`src/rtl/arb_pkg.sv`:
```
`default_nettype none

package arb_pkg;

    // tree geometry
    localparam int GROUP_NUM     = 4;
    localparam int GROUP_WIDTH   = 4;
    localparam int ARBITER_WIDTH = GROUP_NUM * GROUP_WIDTH;
    localparam int PTR_WIDTH     = 2;

    // one bit per requester, group g owns bits 4g..4g+3
    typedef logic [ARBITER_WIDTH-1:0] req_vec_t;

    // one bit per group
    typedef logic [GROUP_NUM-1:0] group_vec_t;

    // one bit per member inside a group
    typedef logic [GROUP_WIDTH-1:0] member_vec_t;

    // binary member index for pointer and encoded grant
    typedef logic [PTR_WIDTH-1:0] member_idx_t;

    // what the group selector hands to one member arbiter
    typedef struct packed {
        member_vec_t req;
        logic        sel;
    } member_port_t;

    // indexed by group number
    typedef member_port_t [GROUP_NUM-1:0] member_port_arr_t;

endpackage

`default_nettype wire

```
`src/rtl/group_selector.sv`:
```
`default_nettype none
`timescale 1ns/1ps

module group_selector (
    input  logic                      clk,
    input  logic                      reset,
    input  arb_pkg::req_vec_t         request,
    output arb_pkg::member_port_arr_t member_ports,
    output logic                      any_grant
);

    import arb_pkg::*;

    // per group request summary
    group_vec_t group_req;

    // priority mask, ones above the last selected group
    group_vec_t prio_mask;
    group_vec_t masked_req;

    // thermometer codes of raw and masked requests
    group_vec_t thermo_raw;
    group_vec_t thermo_masked;
    group_vec_t thermo_sel;

    // chosen code shifted up by one, also the next mask
    group_vec_t edge_mask;

    // one-hot winning group
    group_vec_t group_sel;

    // bit i set when any of bits 0..i is set
    function automatic group_vec_t thermo_code(input group_vec_t in_vec);
        group_vec_t code;
        code[0] = in_vec[0];
        for (int i = 1; i < GROUP_NUM; i++) begin
            code[i] = code[i-1] | in_vec[i];
        end
        return code;
    endfunction

    always_comb begin
        for (int g = 0; g < GROUP_NUM; g++) begin
            group_req[g] = |request[g*GROUP_WIDTH +: GROUP_WIDTH];
        end
    end

    assign masked_req    = group_req & prio_mask;
    assign thermo_raw    = thermo_code(group_req);
    assign thermo_masked = thermo_code(masked_req);

    // masked code wins when some group above the last winner requests
    assign thermo_sel = thermo_masked[GROUP_NUM-1] ? thermo_masked : thermo_raw;

    assign edge_mask = {thermo_sel[GROUP_NUM-2:0], 1'b0};

    // rising edge of the thermometer code marks the winner
    assign group_sel = thermo_sel ^ edge_mask;

    assign any_grant = thermo_raw[GROUP_NUM-1];

    always_ff @(posedge clk or posedge reset) begin
        if (reset) begin
            prio_mask <= '1;
        end else if (any_grant) begin
            prio_mask <= edge_mask;
        end
    end

    // fan out slices and select bits to the member arbiters
    always_comb begin
        for (int g = 0; g < GROUP_NUM; g++) begin
            member_ports[g].req = request[g*GROUP_WIDTH +: GROUP_WIDTH];
            member_ports[g].sel = group_sel[g];
        end
    end

    // at most one group wins
    a_sel_onehot: assert property (
        @(posedge clk) disable iff (reset)
        $onehot0(group_sel)
    );

    // a winner exists exactly when some group requests
    a_sel_any: assert property (
        @(posedge clk) disable iff (reset)
        (|group_sel) == any_grant
    );

    // the winning group must be requesting
    a_sel_has_req: assert property (
        @(posedge clk) disable iff (reset)
        (group_sel & ~group_req) == '0
    );

    // after a win the mask holds only the groups above the winner
    a_mask_follows: assert property (
        @(posedge clk) disable iff (reset)
        any_grant |=> prio_mask == ~($past(group_sel) | ($past(group_sel) - 1'b1))
    );

endmodule

`default_nettype wire

```
`src/rtl/member_arbiter.sv`:
```
`default_nettype none
`timescale 1ns/1ps

module member_arbiter (
    input  logic                  clk,
    input  logic                  reset,
    input  arb_pkg::member_port_t port,
    output arb_pkg::member_vec_t  grant
);

    import arb_pkg::*;

    // last granted member, lowest priority next time
    member_idx_t low_pr;

    // rotating pick before the group select is applied
    member_vec_t pick;
    member_idx_t scan_idx;
    logic        found;

    // binary form of the grant, loaded into the pointer
    member_idx_t grant_bin;

    // or of the indices of all set bits, exact for one-hot input
    function automatic member_idx_t onehot_to_bin(input member_vec_t onehot);
        member_idx_t bin;
        bin = '0;
        for (int i = 0; i < GROUP_WIDTH; i++) begin
            if (onehot[i]) begin
                bin = bin | member_idx_t'(i);
            end
        end
        return bin;
    endfunction

    // search order low_pr+1, low_pr+2, low_pr+3, low_pr
    always_comb begin
        pick     = '0;
        found    = 1'b0;
        scan_idx = '0;
        for (int k = 1; k <= GROUP_WIDTH; k++) begin
            // 2-bit add wraps modulo four
            scan_idx = low_pr + member_idx_t'(k);
            if (!found && port.req[scan_idx]) begin
                pick[scan_idx] = 1'b1;
                found          = 1'b1;
            end
        end
    end

    // only the selected group drives a grant
    assign grant = port.sel ? pick : '0;

    assign grant_bin = onehot_to_bin(grant);

    // pointer moves only while this group wins
    always_ff @(posedge clk or posedge reset) begin
        if (reset) begin
            low_pr <= '0;
        end else if (port.sel) begin
            low_pr <= grant_bin;
        end
    end

    // never more than one member granted
    a_grant_onehot: assert property (
        @(posedge clk) disable iff (reset)
        $onehot0(grant)
    );

    // grants only go to requesting members
    a_grant_in_req: assert property (
        @(posedge clk) disable iff (reset)
        (grant & ~port.req) == '0
    );

    // a selected group always has a request, so someone gets through
    a_sel_grants: assert property (
        @(posedge clk) disable iff (reset)
        port.sel |-> (grant != '0)
    );

endmodule

`default_nettype wire

```
`src/rtl/rr_tree_arbiter.sv`:
```
`default_nettype none
`timescale 1ns/1ps

module rr_tree_arbiter (
    input  logic              clk,
    input  logic              reset,
    input  arb_pkg::req_vec_t request,
    output arb_pkg::req_vec_t grant,
    output logic              any_grant
);

    import arb_pkg::*;

    // request slices and select bits, one entry per group
    member_port_arr_t member_ports;

    // grant of each member arbiter, indexed by group
    member_vec_t [GROUP_NUM-1:0] member_grant;

    // picks one group per cycle
    group_selector u_group_selector (
        .clk          (clk),
        .reset        (reset),
        .request      (request),
        .member_ports (member_ports),
        .any_grant    (any_grant)
    );

    for (genvar g = 0; g < GROUP_NUM; g++) begin : g_member

        // picks one requester inside group g
        member_arbiter u_member (
            .clk   (clk),
            .reset (reset),
            .port  (member_ports[g]),
            .grant (member_grant[g])
        );

        // group g fills its own slice of the grant vector
        assign grant[g*GROUP_WIDTH +: GROUP_WIDTH] = member_grant[g];

    end

    // selector and member arbiters agree on whether a grant went out
    a_any_matches_grant: assert property (
        @(posedge clk) disable iff (reset)
        any_grant == (|grant)
    );

    // a held request with nothing else pending is served at once
    a_single_req_served: assert property (
        @(posedge clk) disable iff (reset)
        $onehot(request) |-> (grant == request)
    );

endmodule

`default_nettype wire

```
`config.mk`:
```
export PLATFORM = sky130hd
export DESIGN_NAME = rr_tree_arbiter
export DESIGN_NICKNAME = d
export VERILOG_FILES = /design/src/rtl/arb_pkg.sv /design/src/rtl/group_selector.sv /design/src/rtl/member_arbiter.sv /design/src/rtl/rr_tree_arbiter.sv
export SDC_FILE = /design/constraint.sdc
export NUM_CORES = 1
export LEC_CHECK = 0
export ABC_AREA = 0
export BUFFER_PORTS_ARGS = -buffer_cell sky130_fd_sc_hd__buf_2
export CORE_MARGIN = 10
export CORE_UTILIZATION = 24
export DETAILED_ROUTE_END_ITERATION = 12
export MAX_ROUTING_LAYER = met4
export SLEW_MARGIN = 20
export SYNTH_ARGS = -nofsm -noshare
export SYNTH_HDL_FRONTEND = slang
export SYNTH_SLANG_ARGS = --single-unit
```
`constraint.sdc`:
```
create_clock -name clk -period 2.89 [get_ports clk]
set_input_delay 0.1445 -clock clk [delete_from_list [all_inputs] [get_ports clk]]
set_output_delay 0.1445 -clock clk [all_outputs]
set_load 0.03 [all_outputs]
```
# Word-level counts from Yosys, hierarchy flattened
# Cells that the tools add are included.
# classes
muxes	109
reduce_logical	44
n_addsub	12
magnitude_cmp	32
n_bitwise	20
# ops
operator	n
$mux W4	21
$lt A2 B3 Y1 const B	16
$mux W1	48
$or A4 B4 Y4	12
$bmux W1 S2	16
$demux W1 S2	16
$ge A2 B1 Y1 const B	16
$logic_and A1 B1 Y1	28
$add A2 B2 Y2 const B	8
$mux W2	8
$reduce_or A4 Y1	4
$logic_not A1 Y1	12
$add A2 B1 Y2 const B	4
$or A1 B1 Y1	6
$and A4 B4 Y4	1
$xor A4 B4 Y4	1
# word_totals
ff_bits	12
output_inout_bits	17
elab_cells	222
input_bits	18

# Logic depth before layout (Yosys ltp)
# Gate-level depths: netlist of the first run.
# logic_depth
word_depth	17
ltp_mapped	9
ltp_nobuf	7

# Hierarchy
# Synthesis of the first run repeated with hierarchy kept, for this count alone.
# hier_totals
hier_cells	282
area_unflattened_um2	2672.6
# by_module_without_submodules
mod	seq_area_each_um2	n_inst	area_each_um2	cells_each
member_arbiter (g_member[0].u_member ...)	50.0	3	555.5	57
member_arbiter (g_member[3].u_member)	50.0	1	550.5	64
group_selector	105.1	1	455.4	47

# Worst setup path after synthesis of the first run
# No wires, ideal clock.
# synth_path
path_kind	register to output
startpoint	register g_member[2].u_member.low_pr[0]
endpoint	output grant[8]
stages_incl_launch_ff	8
path_buffers	1
required_time_ns	2.746
slack_ns	0.098
arrival_time_ns	2.648
path_cell_list	dfrtp_1 > clkbuf_1 > inv_1 > ha_1 > or3b_2 > a311oi_2 > a222oi_1 > a21oi_1
# synth_between
elab_chain_cells	14
word_cells_on_any_way	48
cone_classes	add/sub: 3; order compare: 8; mux: 24; bitwise: 3; reduce/logical: 10
# synth_rtl
element	line_no	rtl
from (decl)	member_arbiter.sv:14	member_idx_t low_pr;
from (signal assigned)	member_arbiter.sv:61	low_pr <= grant_bin;
branches (longest 12 deep; another with $lt A2 B3 Y1)	--	
$mux W4 *	member_arbiter.sv:44	if (!found && port.req[scan_idx]) begin
$mux W4 *	member_arbiter.sv:52	assign grant = port.sel ? pick : '0;
to (decl)	rr_tree_arbiter.sv:8	output arb_pkg::req_vec_t grant,
# Mark *: on every way between the ends. The select of a mux whose other input is x is not followed.

# Worst setup path after layout of the first run
# layout_path
startpoint	register g_member[2].u_member.low_pr[1]
endpoint	output grant[10]
# The elaborated chain is that of the path after synthesis.

==> results of run 1 <==
-- through the flow --
step | cells | util | cell area [sq um] | setup WS (ns) | hold slack (ns)
after floorplan | 229 | - | 2123 | 0.09784 | 0.006336
after global placement | 369 | 0.2788 | 2420 | 0.4151 | 0.1803
after detailed placement | 369 | 0.2788 | 2420 | 0.3452 | 0.1771
after CTS | 374 | 0.2852 | 2475 | 0.07368 | 0.2944
after global routing | 374 | 0.2868 | 2489 | 0.01132 | 0.3256
final | 374 | 0.2868 | 2489 | 0.1918 | 0.2906
-- power by group through the flow --
stage,Clock (mW),Sequential (mW),Combinational [mW]
2_1_floorplan,0,0.364,1.71
3_3_place_gp,0,0.348,2.13
3_5_place_dp,0,0.350,2.15
4_1_cts,0.162,0.349,2.16
5_1_grt,0.171,0.369,2.41
6_report,0.155,0.350,2.17
-- cells in the final DEF, fill, tap and decap left out, types with 4 or more instances in the layout --
cell type	count
a221oi_1	6
or3b_1	6
a21oi_1	10
ha_1	32
nand2_1	14
mux4_2	11
nor3_1	4
dfrtp_1	6
o21ai_0	4
inv_1	13
dfstp_2	4
nor2_1	27
nand3b_1	6
nor2b_1	7
buf_4	6
a31oi_1	8
a22o_1	6
buf_2	34
-- routing by layer --
metal	vias to the layer above	GRT usage	wire length, um
met1	922	0.09756	2435
met2	34	0.1359	2507
met3	2	0.02516	281
met4	0	0.005013	11
met5	-	-	0
li1	967	-	-
-- final cells by class --
cell class	count	area share
inverter	13	0.01961
multi-input combinational	196	0.6938
clock buffer	4	0.01810
tap	108	0.05430
sequential	12	0.1237
timing repair buffer	41	0.09050
-- worst min-delay path by stage --
stage / startpoint / to / depth (start not counted)
floorplan: reset / g_member[0].u_member.low_pr[0]$_DFFE_PP0P_ / 1
global placement: reset / g_member[2].u_member.low_pr[0]$_DFFE_PP0P_ / 2
detailed placement: reset / g_member[1].u_member.low_pr[0]$_DFFE_PP0P_ / 2
CTS: request[6] / u_group_selector.prio_mask[2]$_DFFE_PP1P_ / 3
global route: request[6] / u_group_selector.prio_mask[2]$_DFFE_PP1P_ / 3
finish: request[2] / u_group_selector.prio_mask[2]$_DFFE_PP1P_ / 3
-- worst max-delay path: stages, from the launching register on --
cell and delay [ns]:
dfrtp_2 0.47, inv_1 0.16, ha_1 0.30, or3b_2 0.49, a311oi_4 0.40, a221oi_1 0.17, nor2_1 0.13, buf_2 0.21
-- repair_timing --
item	CTS	global route
hold endpoints to repair	8	0
setup endpoints to repair	0	5
resized for setup	0	3
hold buffers	1	0
-- cells by family (layout without fill, tap and decap cells) --
group / count (synthesis) / count (layout)
AND/OR/NAND/NOR: 88 / 88
buffers and inverters: 21 / 58
multiplexers: 11 / 11
flip-flops: 12 / 12
adder cells (fa/ha/maj): 32 / 32
AO/OA/AOI/OAI: 65 / 65
-- sequential cells by signal, summed over array words and instances, names as in the netlist --
name,cells
g_member.u_member.low_pr,8
u_group_selector.prio_mask,4
==> flow_metrics.py, run 1 <==
metrics = {
    "outcome": {
        "run_status": "completed",
    },
    "placed_design": {
        "final_weighted_congestion_of_routability_driven_global_placement": 0.9522,
        "place.detailed.hpwl_mm": 4.224,
        "portBuffers": 34,
    },
    "global_routing": {
        "global_route.overflow_total": 0,
        "initial_antenna_violation_count": 0,
        "number_of_global_route_vias_before_repair": 1859,
        "grt_first_pass_wirelength_mm": 8.838,
        "grt_max_degree": 13,
        "grt.total_usage": 0.08109,
    },
    "worst_hold_path": {
        "holdCritPathClass": "in2reg",
    },
    "timing": {
        "finalCriticalPeriod_ns": 2.698,
        "maxClockFrequency_mhz": 370.6,
        "max_slew_margin": 0.5139,
        "maxSlewViolCount": 0,
        "fin_worst_skew_ns": 0.007502,
        "rsz0062_at_grt": "no",
        "worst_pin_slew_ns": 0.7225,
        "finalHoldViolations": 0,
        "final.period_utilization": 0.9336,
        "timing.final.setup_violations": 0,
        "setup_total_negative_slack_ns": 0,
    },
    "clocking": {
        "ctsLongestPathBuffers": 2,
        "cts_post_setup_buffers_inserted": 0,
        "cts_root_buf": "clkbuf_8",
        "count_of_h_tree_levels_built_during_cts": 1,
        "cts.sink_count": 12,
        "cts_made_buffers": 3,
        "clk-insertion-delay-late_ns": 0.24,
        "cts_tree": "built",
        "clkTransAtPathRegs_ns": 0.05,
    },
    "setup_path": {
        "timing.reg2reg.setup_slack_ns": 0.62,
        "worst_flop_to_flop_path_startpoint": "g_member[2].u_member.low_pr[1]$_DFFE_PP0P_",
        "critical_path_peak_fanout": 9,
        "required_time_of_the_critical_path_ns": 2.75,
        "crit_arrival_ns": 2.55,
        "cp-startpoint": "g_member[2].u_member.low_pr[1]$_DFFE_PP0P_",
        "worst_setup_path_end_kind": "primary output",
        "r2r_cells": 6,
        "setup.worst_path.start_class": "flop",
        "worst-setup-path-type": "reg2out",
        "r2r_end": "g_member[2].u_member.low_pr[1]$_DFFE_PP0P_",
        "crit_path_end": "grant[10]",
    },
    "logic_synthesis": {
        "synth.top_cells.by_count": "ha_1 (32), nor2_1 (27), nand2_1 (14)",
        "synth-compound-area-share": 0.2605,
        "synth_most_common_cell": "ha_1",
        "synth_area_leader_cell": "ha_1",
        "yosys.area_share.simple": 0.2422,
        "synth.ff_latch_count": 12,
        "async_reset_ff_frac": 1.000,
        "main_area_contributors_after_synthesis": "ha_1 (19%), mux4_2 (12%), dfrtp_1 (9.4%), dfstp_2 (4.9%), nor2_1 (4.8%)",
        "synthesis.yosys.warnings": 0,
        "avgSynthCellArea_sq_um": 9.272,
        "ys.flop_type": "dfrtp_1",
        "synth.cell_area_sq_um": 2123,
        "edff_count_synth": 0,
        "synthesis.nets": 279,
        "dominant_combinational_cell_family_by_area_after_synthesis": "compound AO/OA/AOI/OAI gates",
        "synth.yosys.seq_area_share": 0.1438,
        "yosys.cell_types.count": 51,
        "synthesis.instances": 229,
        "synth.area.mux_share": 0.1167,
        "synth-adder-area-share": 0.1886,
        "post_synth_xor_area_fraction": 0,
        "synthDominantCellAreaShare": 0.1886,
    },
    "drt": {
        "drt_drc_violations_left": 0,
        "drt_iter0_markers": 84,
        "final_antenna_net_count": 0,
        "via_per_inst": 5.147,
        "num_vias": 1925,
        "drt_wl_total_mm": 5.236,
        "firstDrtPassIters": 6,
        "post_drt_wl_per_cell_um": 14.00,
    },
    "job": {
        "drv.max_cap_violation_count": 0,
    },
    "pwr": {
        "leakage_nw": 1.062,
        "power.switching_fraction": 0.5294,
        "irDropWorstVdd_uv": 260.6,
        "clock_power_share": 0.058,
        "total_power_consumption_of_the_routed_design_mw": 2.680,
        "comb_power_share": 0.812,
        "pwr-share-seq": 0.131,
        "power.switching_mw": 1.419,
        "cell_internal_pwr_mw": 1.261,
        "power_per_cell_area_nw_per_um2": 1077,
    },
    "floorplanning": {
        "core_footprint_sq_um": 8678,
        "rows": 34,
        "floorplan.die.width_um": 114.1,
        "fp.dieArea_sq_um": 13010,
        "die-height_um": 114.1,
        "ioPinCount": 35,
        "floorplan.initialDensity": 0.2447,
    },
    "layout": {
        "ff_latch_area_sq_um": 307.8,
        "fill_cell_count": 924,
        "layout.nets": 317,
        "layout-drive-gt1-share": 0.2820,
        "multiInputGateArea_sq_um": 1727,
        "layout-area-overhead-vs-synth_pct": 17.21,
        "n_antenna_cell": 0,
    },
}
(Power assumes the default switching activity.)
==> inputs of run 2 (changes only) <==
--- a/config.mk
+++ b/config.mk
@@ -6,7 +6,7 @@
 export NUM_CORES = 1
 export LEC_CHECK = 0
 export ABC_AREA = 0
-export BUFFER_PORTS_ARGS = -buffer_cell sky130_fd_sc_hd__buf_2
+export BUFFER_PORTS_ARGS = -buffer_cell sky130_fd_sc_hd__clkbuf_2
 export CORE_MARGIN = 10
 export CORE_UTILIZATION = 24
 export DETAILED_ROUTE_END_ITERATION = 12
==> flow_metrics.py, run 2 (same netlist as run 1, synthesis figures left out) <==
metrics = {
    "clocking": {
        "cts_made_buffers": 3,
        "cts_root_buf": "clkbuf_8",
        "cts.sink_count": 12,
        "cts_tree": "built",
        "clk-insertion-delay-late_ns": 0.24,
        "clkTransAtPathRegs_ns": 0.05,
        "ctsLongestPathBuffers": 2,
        "cts_post_setup_buffers_inserted": 0,
        "count_of_h_tree_levels_built_during_cts": 1,
    },
    "drt": {
        "final_antenna_net_count": 0,
        "post_drt_wl_per_cell_um": 14.13,
        "drt_drc_violations_left": 0,
        "drt_wl_total_mm": 5.298,
        "drt_iter0_markers": 94,
        "num_vias": 1962,
        "via_per_inst": 5.232,
        "firstDrtPassIters": 4,
    },
    "pwr": {
        "leakage_nw": 1.066,
        "irDropWorstVdd_uv": 221.1,
        "power_per_cell_area_nw_per_um2": 1086,
    },
    "setup_path": {
        "crit_slowest_cell": "or3b_2",
        "critical_path_peak_fanout": 9,
        "worst_flop_to_flop_path_startpoint": "g_member[2].u_member.low_pr[1]$_DFFE_PP0P_",
        "worst-setup-path-type": "reg2out",
        "cp_slowest_stage_delay_ns": 0.49,
        "crit_arrival_ns": 2.60,
        "timing.critical_path.cells": "inv_1, ha_1, or3b_2, a311oi_4, a221oi_1, nor2_1, clkbuf_2",
        "worst_setup_path_end_kind": "primary output",
        "setup.worst_path.start_class": "flop",
        "cp-startpoint": "g_member[2].u_member.low_pr[1]$_DFFE_PP0P_",
        "required_time_of_the_critical_path_ns": 2.75,
    },
    "layout": {
        "postLayoutCoreUtil": 0.2886,
        "largestRegisters": "g_member.u_member.low_pr x8, u_group_selector.prio_mask x4",
        "layout-area-overhead-vs-synth_pct": 17.97,
        "layout.nets": 318,
        "number_of_flip_flops_in_the_largest_register": 8,
        "top_register": "g_member.u_member.low_pr",
        "ff_latch_area_sq_um": 306.5,
        "layout_commonest_cell": "clkbuf_2",
        "n_antenna_cell": 0,
        "mostFrequentLayoutCells": "clkbuf_2 (34), ha_1 (32), nor2_1 (27), nand2_1 (14), inv_1 (13)",
        "final_cells": 375,
        "fill_cell_count": 939,
        "layout-drive-gt1-share": 0.2846,
        "multiInputGateArea_sq_um": 1727,
    },
    "worst_hold_path": {
        "holdCritPathClass": "in2reg",
        "worstHoldStart": "request[2]",
    },
    "floorplanning": {
        "floorplan.initialDensity": 0.2447,
        "fp.dieArea_sq_um": 13010,
        "rows": 34,
        "die-height_um": 114.1,
        "core_footprint_sq_um": 8678,
        "ioPinCount": 35,
        "floorplan.die.width_um": 114.1,
    },
    "timing": {
        "timing.final.setup_violations": 0,
        "final.period_utilization": 0.9514,
        "maxClockFrequency_mhz": 363.7,
        "finalCriticalPeriod_ns": 2.749,
        "max_slew_margin": 0.5390,
        "hold_ws_ns": 0.2897,
        "rsz0062_at_grt": "no",
        "setup_total_negative_slack_ns": 0,
        "maxSlewViolCount": 0,
        "worst_pin_slew_ns": 0.6853,
        "fin_worst_skew_ns": 0.003171,
        "finalHoldViolations": 0,
    },
    "placed_design": {
        "place.detailed.hpwl_mm": 4.309,
        "dp_cells": 370,
        "portBuffers": 34,
        "final_weighted_congestion_of_routability_driven_global_placement": 0.8795,
    },
    "global_routing": {
        "global_route.overflow_total": 0,
        "grt_first_pass_wirelength_mm": 8.687,
        "number_of_global_route_vias_before_repair": 1846,
        "grt_max_degree": 13,
        "initial_antenna_violation_count": 0,
        "grt.total_usage": 0.08111,
    },
    "outcome": {
        "run_status": "completed",
    },
    "job": {
        "drv.max_cap_violation_count": 0,
    },
}
[run 2: power by group]
part | internal, mW | total [mW] | switching, mW
Combinational | 0.900 | 2.20 | 1.30
Sequential | 0.265 | 0.336 | 0.0707
Clock | 0.120 | 0.183 | 0.0628
[run 2: worst paths after layout]
check	end	slack, ns	cells past startpoint
max	grant[9]	0.14	7
min	u_group_selector.prio_mask[2]$_DFFE_PP1P_	0.29	3
max reg2reg	g_member[2].u_member.low_pr[1]$_DFFE_PP0P_	0.56	6
min reg2reg	u_group_selector.prio_mask[1]$_DFFE_PP1P_	0.47	2
max in group asynchronous	u_group_selector.prio_mask[2]$_DFFE_PP1P_	2.11	3
min in group asynchronous	g_member[3].u_member.low_pr[1]$_DFFE_PP0P_	0.44	3
[run 2: final cells by class]
class | instances | area share
flip-flops and latches | 12 | 0.1224
repair buffers | 42 | 0.09291
clock buffers | 4 | 0.02198
well taps | 108 | 0.05395
multi-input cells | 196 | 0.6893
inverters | 13 | 0.01948
[run 2: repair_timing]
action	in CTS	in global routing
endpoints found under the setup margin	0	4
gates resized for setup	0	2
hold endpoints to repair	8	0
hold buffers	1	0
[run 2: per-stage QoR]
stage | power (mW) | instance area (sq um) | setup slack, ns
final | 2.720 | 2505 | 0.1405
after global routing | 2.974 | 2505 | 0.004549
after CTS | 2.709 | 2492 | 0.01754
after detailed placement | 2.511 | 2427 | 0.2693
after global placement | 2.483 | 2427 | 0.3997
after floorplan | 2.069 | 2123 | 0.09784
[run 2: routing by layer]
metal	global-route usage	wire (um)
met1	0.09487	2381
met4	0.01253	13
met3	0.03145	327
met2	0.1314	2575
met5	-	0
[run 2: worst max-delay path, delay by kind of cell (launching register included)]
family	cells	cell delay, ns
AO/OA/AOI/OAI	2	0.58
flip-flops	1	0.47
adder cells (fa/ha/maj)	1	0.30
buffers and inverters	2	0.40
AND/OR/NAND/NOR	2	0.62
==> inputs of run 3 (changes only) <==
==> constraint.sdc (replaced) <==
create_clock -name clk -period 2.2 [get_ports clk]
set_input_delay 0.11 -clock clk [delete_from_list [all_inputs] [get_ports clk]]
set_output_delay 0.11 -clock clk [all_outputs]
set_load 0.03 [all_outputs]
==> flow_metrics.py, run 3 (same netlist as run 1, synthesis figures left out) <==
metrics = {
    "outcome": {
        "run_status": "complete, but fails checks",
        "failed_checks": "setup timing",
    },
    "pwr": {
        "leakage_nw": 1.377,
        "total_power_consumption_of_the_routed_design_mw": 5.356,
        "irDropWorstVdd_uv": 394.4,
        "power_per_cell_area_nw_per_um2": 1591,
    },
    "layout": {
        "multiInputGateArea_sq_um": 2062,
        "n_antenna_cell": 0,
        "top_register": "g_member.u_member.low_pr",
        "layout-area-overhead-vs-synth_pct": 58.57,
        "number_of_flip_flops_in_the_largest_register": 8,
        "layout-drive-gt1-share": 0.5495,
        "ff_latch_area_sq_um": 306.5,
        "layout_commonest_cell": "buf_4",
        "mostFrequentLayoutCells": "buf_4 (43), ha_1 (28), clkbuf_2 (18), nor2_1 (15), clkbuf_8 (14)",
        "layout.nets": 364,
        "post_route_cell_area_sq_um": 3367,
        "largestRegisters": "g_member.u_member.low_pr x8, u_group_selector.prio_mask x4",
        "fill_cell_count": 855,
        "final_cells": 421,
    },
    "drt": {
        "final_antenna_net_count": 0,
        "via_per_inst": 5.090,
        "firstDrtPassIters": 4,
        "drt_drc_violations_left": 0,
        "drt_wl_total_mm": 6.113,
        "post_drt_wl_per_cell_um": 14.52,
        "num_vias": 2143,
        "drt_iter0_markers": 89,
    },
    "timing": {
        "max_slew_margin": 0.5331,
        "maxClockFrequency_mhz": 422.9,
        "finalCriticalPeriod_ns": 2.365,
        "final.period_utilization": 1.075,
        "fin_ws_ns": -0.1645,
        "finalHoldViolations": 0,
        "timing.final.setup_violations": 13,
        "fin_worst_skew_ns": 0.001188,
        "maxSlewViolCount": 0,
        "worst_pin_slew_ns": 0.7004,
        "rsz0062_at_grt": "yes",
    },
    "job": {
        "drv.max_cap_violation_count": 0,
    },
    "setup_path": {
        "worst_setup_path_end_kind": "primary output",
        "crit_buf_inv": 2,
        "critical_path_peak_fanout": 5,
        "crit_arrival_ns": 2.25,
        "crit_slowest_cell": "mux4_2",
        "worst-setup-path-type": "reg2out",
        "setup.worst_path.start_class": "flop",
        "required_time_of_the_critical_path_ns": 2.09,
        "cp-startpoint": "g_member[0].u_member.low_pr[0]$_DFFE_PP0P_",
        "cpLargestDelayFamily": "multiplexers",
        "cp_slowest_stage_delay_ns": 0.56,
        "worst_flop_to_flop_path_startpoint": "g_member[2].u_member.low_pr[0]$_DFFE_PP0P_",
        "timing.critical_path.cells": "buf_4, mux4_2, nor4b_4, a32o_2, a211oi_2, nor2_4, buf_8",
    },
    "placed_design": {
        "final_weighted_congestion_of_routability_driven_global_placement": 0.8184,
        "place_ws_ns": 0.005697,
        "portBuffers": 34,
        "dpl_cell_area_sq_um": 2750,
        "dp_cells": 397,
        "place.detailed.hpwl_mm": 4.607,
    },
    "floorplanning": {
        "rows": 34,
        "fp.dieArea_sq_um": 13010,
        "core_footprint_sq_um": 8678,
        "floorplan.die.width_um": 114.1,
        "die-height_um": 114.1,
        "floorplan.initialDensity": 0.2447,
        "ioPinCount": 35,
    },
    "global_routing": {
        "number_of_global_route_vias_before_repair": 2180,
        "global_route.overflow_total": 0,
        "grt_first_pass_wirelength_mm": 10.27,
        "grt.total_usage": 0.09425,
        "initial_antenna_violation_count": 0,
        "grt_max_degree": 13,
    },
    "clocking": {
        "clk-insertion-delay-late_ns": 0.24,
        "cts_tree": "built",
        "cts.sink_count": 12,
        "cts_made_buffers": 3,
        "clkTransAtPathRegs_ns": 0.05,
        "ctsLongestPathBuffers": 2,
        "cts_root_buf": "clkbuf_8",
        "count_of_h_tree_levels_built_during_cts": 1,
    },
    "worst_hold_path": {
        "worstHoldStart": "request[2]",
        "holdCritPathClass": "in2reg",
    },
}
==> run 3: changes by cell type in the layout (fill, tap and decap cells not counted), moves of 5 or more <==
cell,change
buf_6,+11
clkbuf_8,+10
nor2_1,-12
a21oi_1,-5
a21oi_2,+5
a221oi_1,-5
buf_4,+36
clkbuf_2,-16
nor2_2,+9
==> run 3: path summary, 6_finish.rpt <==
| path | endpoint | slack, ns | depth (start not counted) |
|---|---|---|---|
| worst max-delay path | grant[3] | -0.16 | 7 |
| worst min-delay path | u_group_selector.prio_mask[2]$_DFFE_PP1P_ | 0.35 | 4 |
| worst max register to register | g_member[2].u_member.low_pr[1]$_DFFE_PP0P_ | 0.03 | 7 |
| worst min register to register | u_group_selector.prio_mask[1]$_DFFE_PP1P_ | 0.48 | 2 |
| max in group asynchronous | g_member[1].u_member.low_pr[0]$_DFFE_PP0P_ | 1.39 | 3 |
| min in group asynchronous | g_member[2].u_member.low_pr[1]$_DFFE_PP0P_ | 0.45 | 3 |
==> run 3: repair_timing <==
action / in CTS / in global routing
endpoints found under the hold margin: 8 / 0
endpoints found under the setup margin: 16 / 21
cloned: 0 / 0
gates resized for setup: 60 / 27
hold buffers: 1 / 0
pin swaps: 20 / 16
buffers inserted: 15 / 7
==> run 3: power by group <==
part           internal (mW)  leakage (nW)  total (mW)  switching (mW)
Clock                  0.158        0.0288       0.239          0.0812
Sequential             0.348         0.130       0.450           0.102
Combinational           2.33          1.22        4.67            2.34
Total                   2.84          1.38        5.36            2.52
==> run 3: layout make-up <==
cell class | count | area share
clock buffer | 4 | 0.01635
inverter | 13 | 0.01672
multi-input combinational | 196 | 0.6124
sequential | 12 | 0.09104
tap | 108 | 0.04013
timing repair buffer | 88 | 0.2233
==> run 3: metal layers <==
| metal | track usage | routed length, um | vias up |
|---|---|---|---|
| li1 | - | - | 1067 |
| met1 | 0.1081 | 2596 | 1040 |
| met2 | 0.1621 | 3179 | 32 |
| met3 | 0.01730 | 258 | 4 |
| met4 | 0.03008 | 78 | 0 |
| met5 | - | 0 | - |
==> run 3: stage by stage <==
stage	hold WS [ns]	utilization	TNS, ns
floorplan	-0.02816	-	-0.3147
finish	0.3547	0.3880	-1.495
CTS	0.3485	0.3688	-1.482
detailed placement	0.1353	0.3169	0
global route	0.3648	0.3880	-3.300
global placement	0.1349	0.3169	0
==> run 3: worst reg2reg max path, cell delays in order, from the launching register on <==
cell	delay, ns
dfrtp_1	0.42
clkinvlp_4	0.14
ha_4	0.30
mux4_2	0.38
a22o_1	0.29
a221oi_4	0.27
buf_6	0.17
a31oi_4	0.08
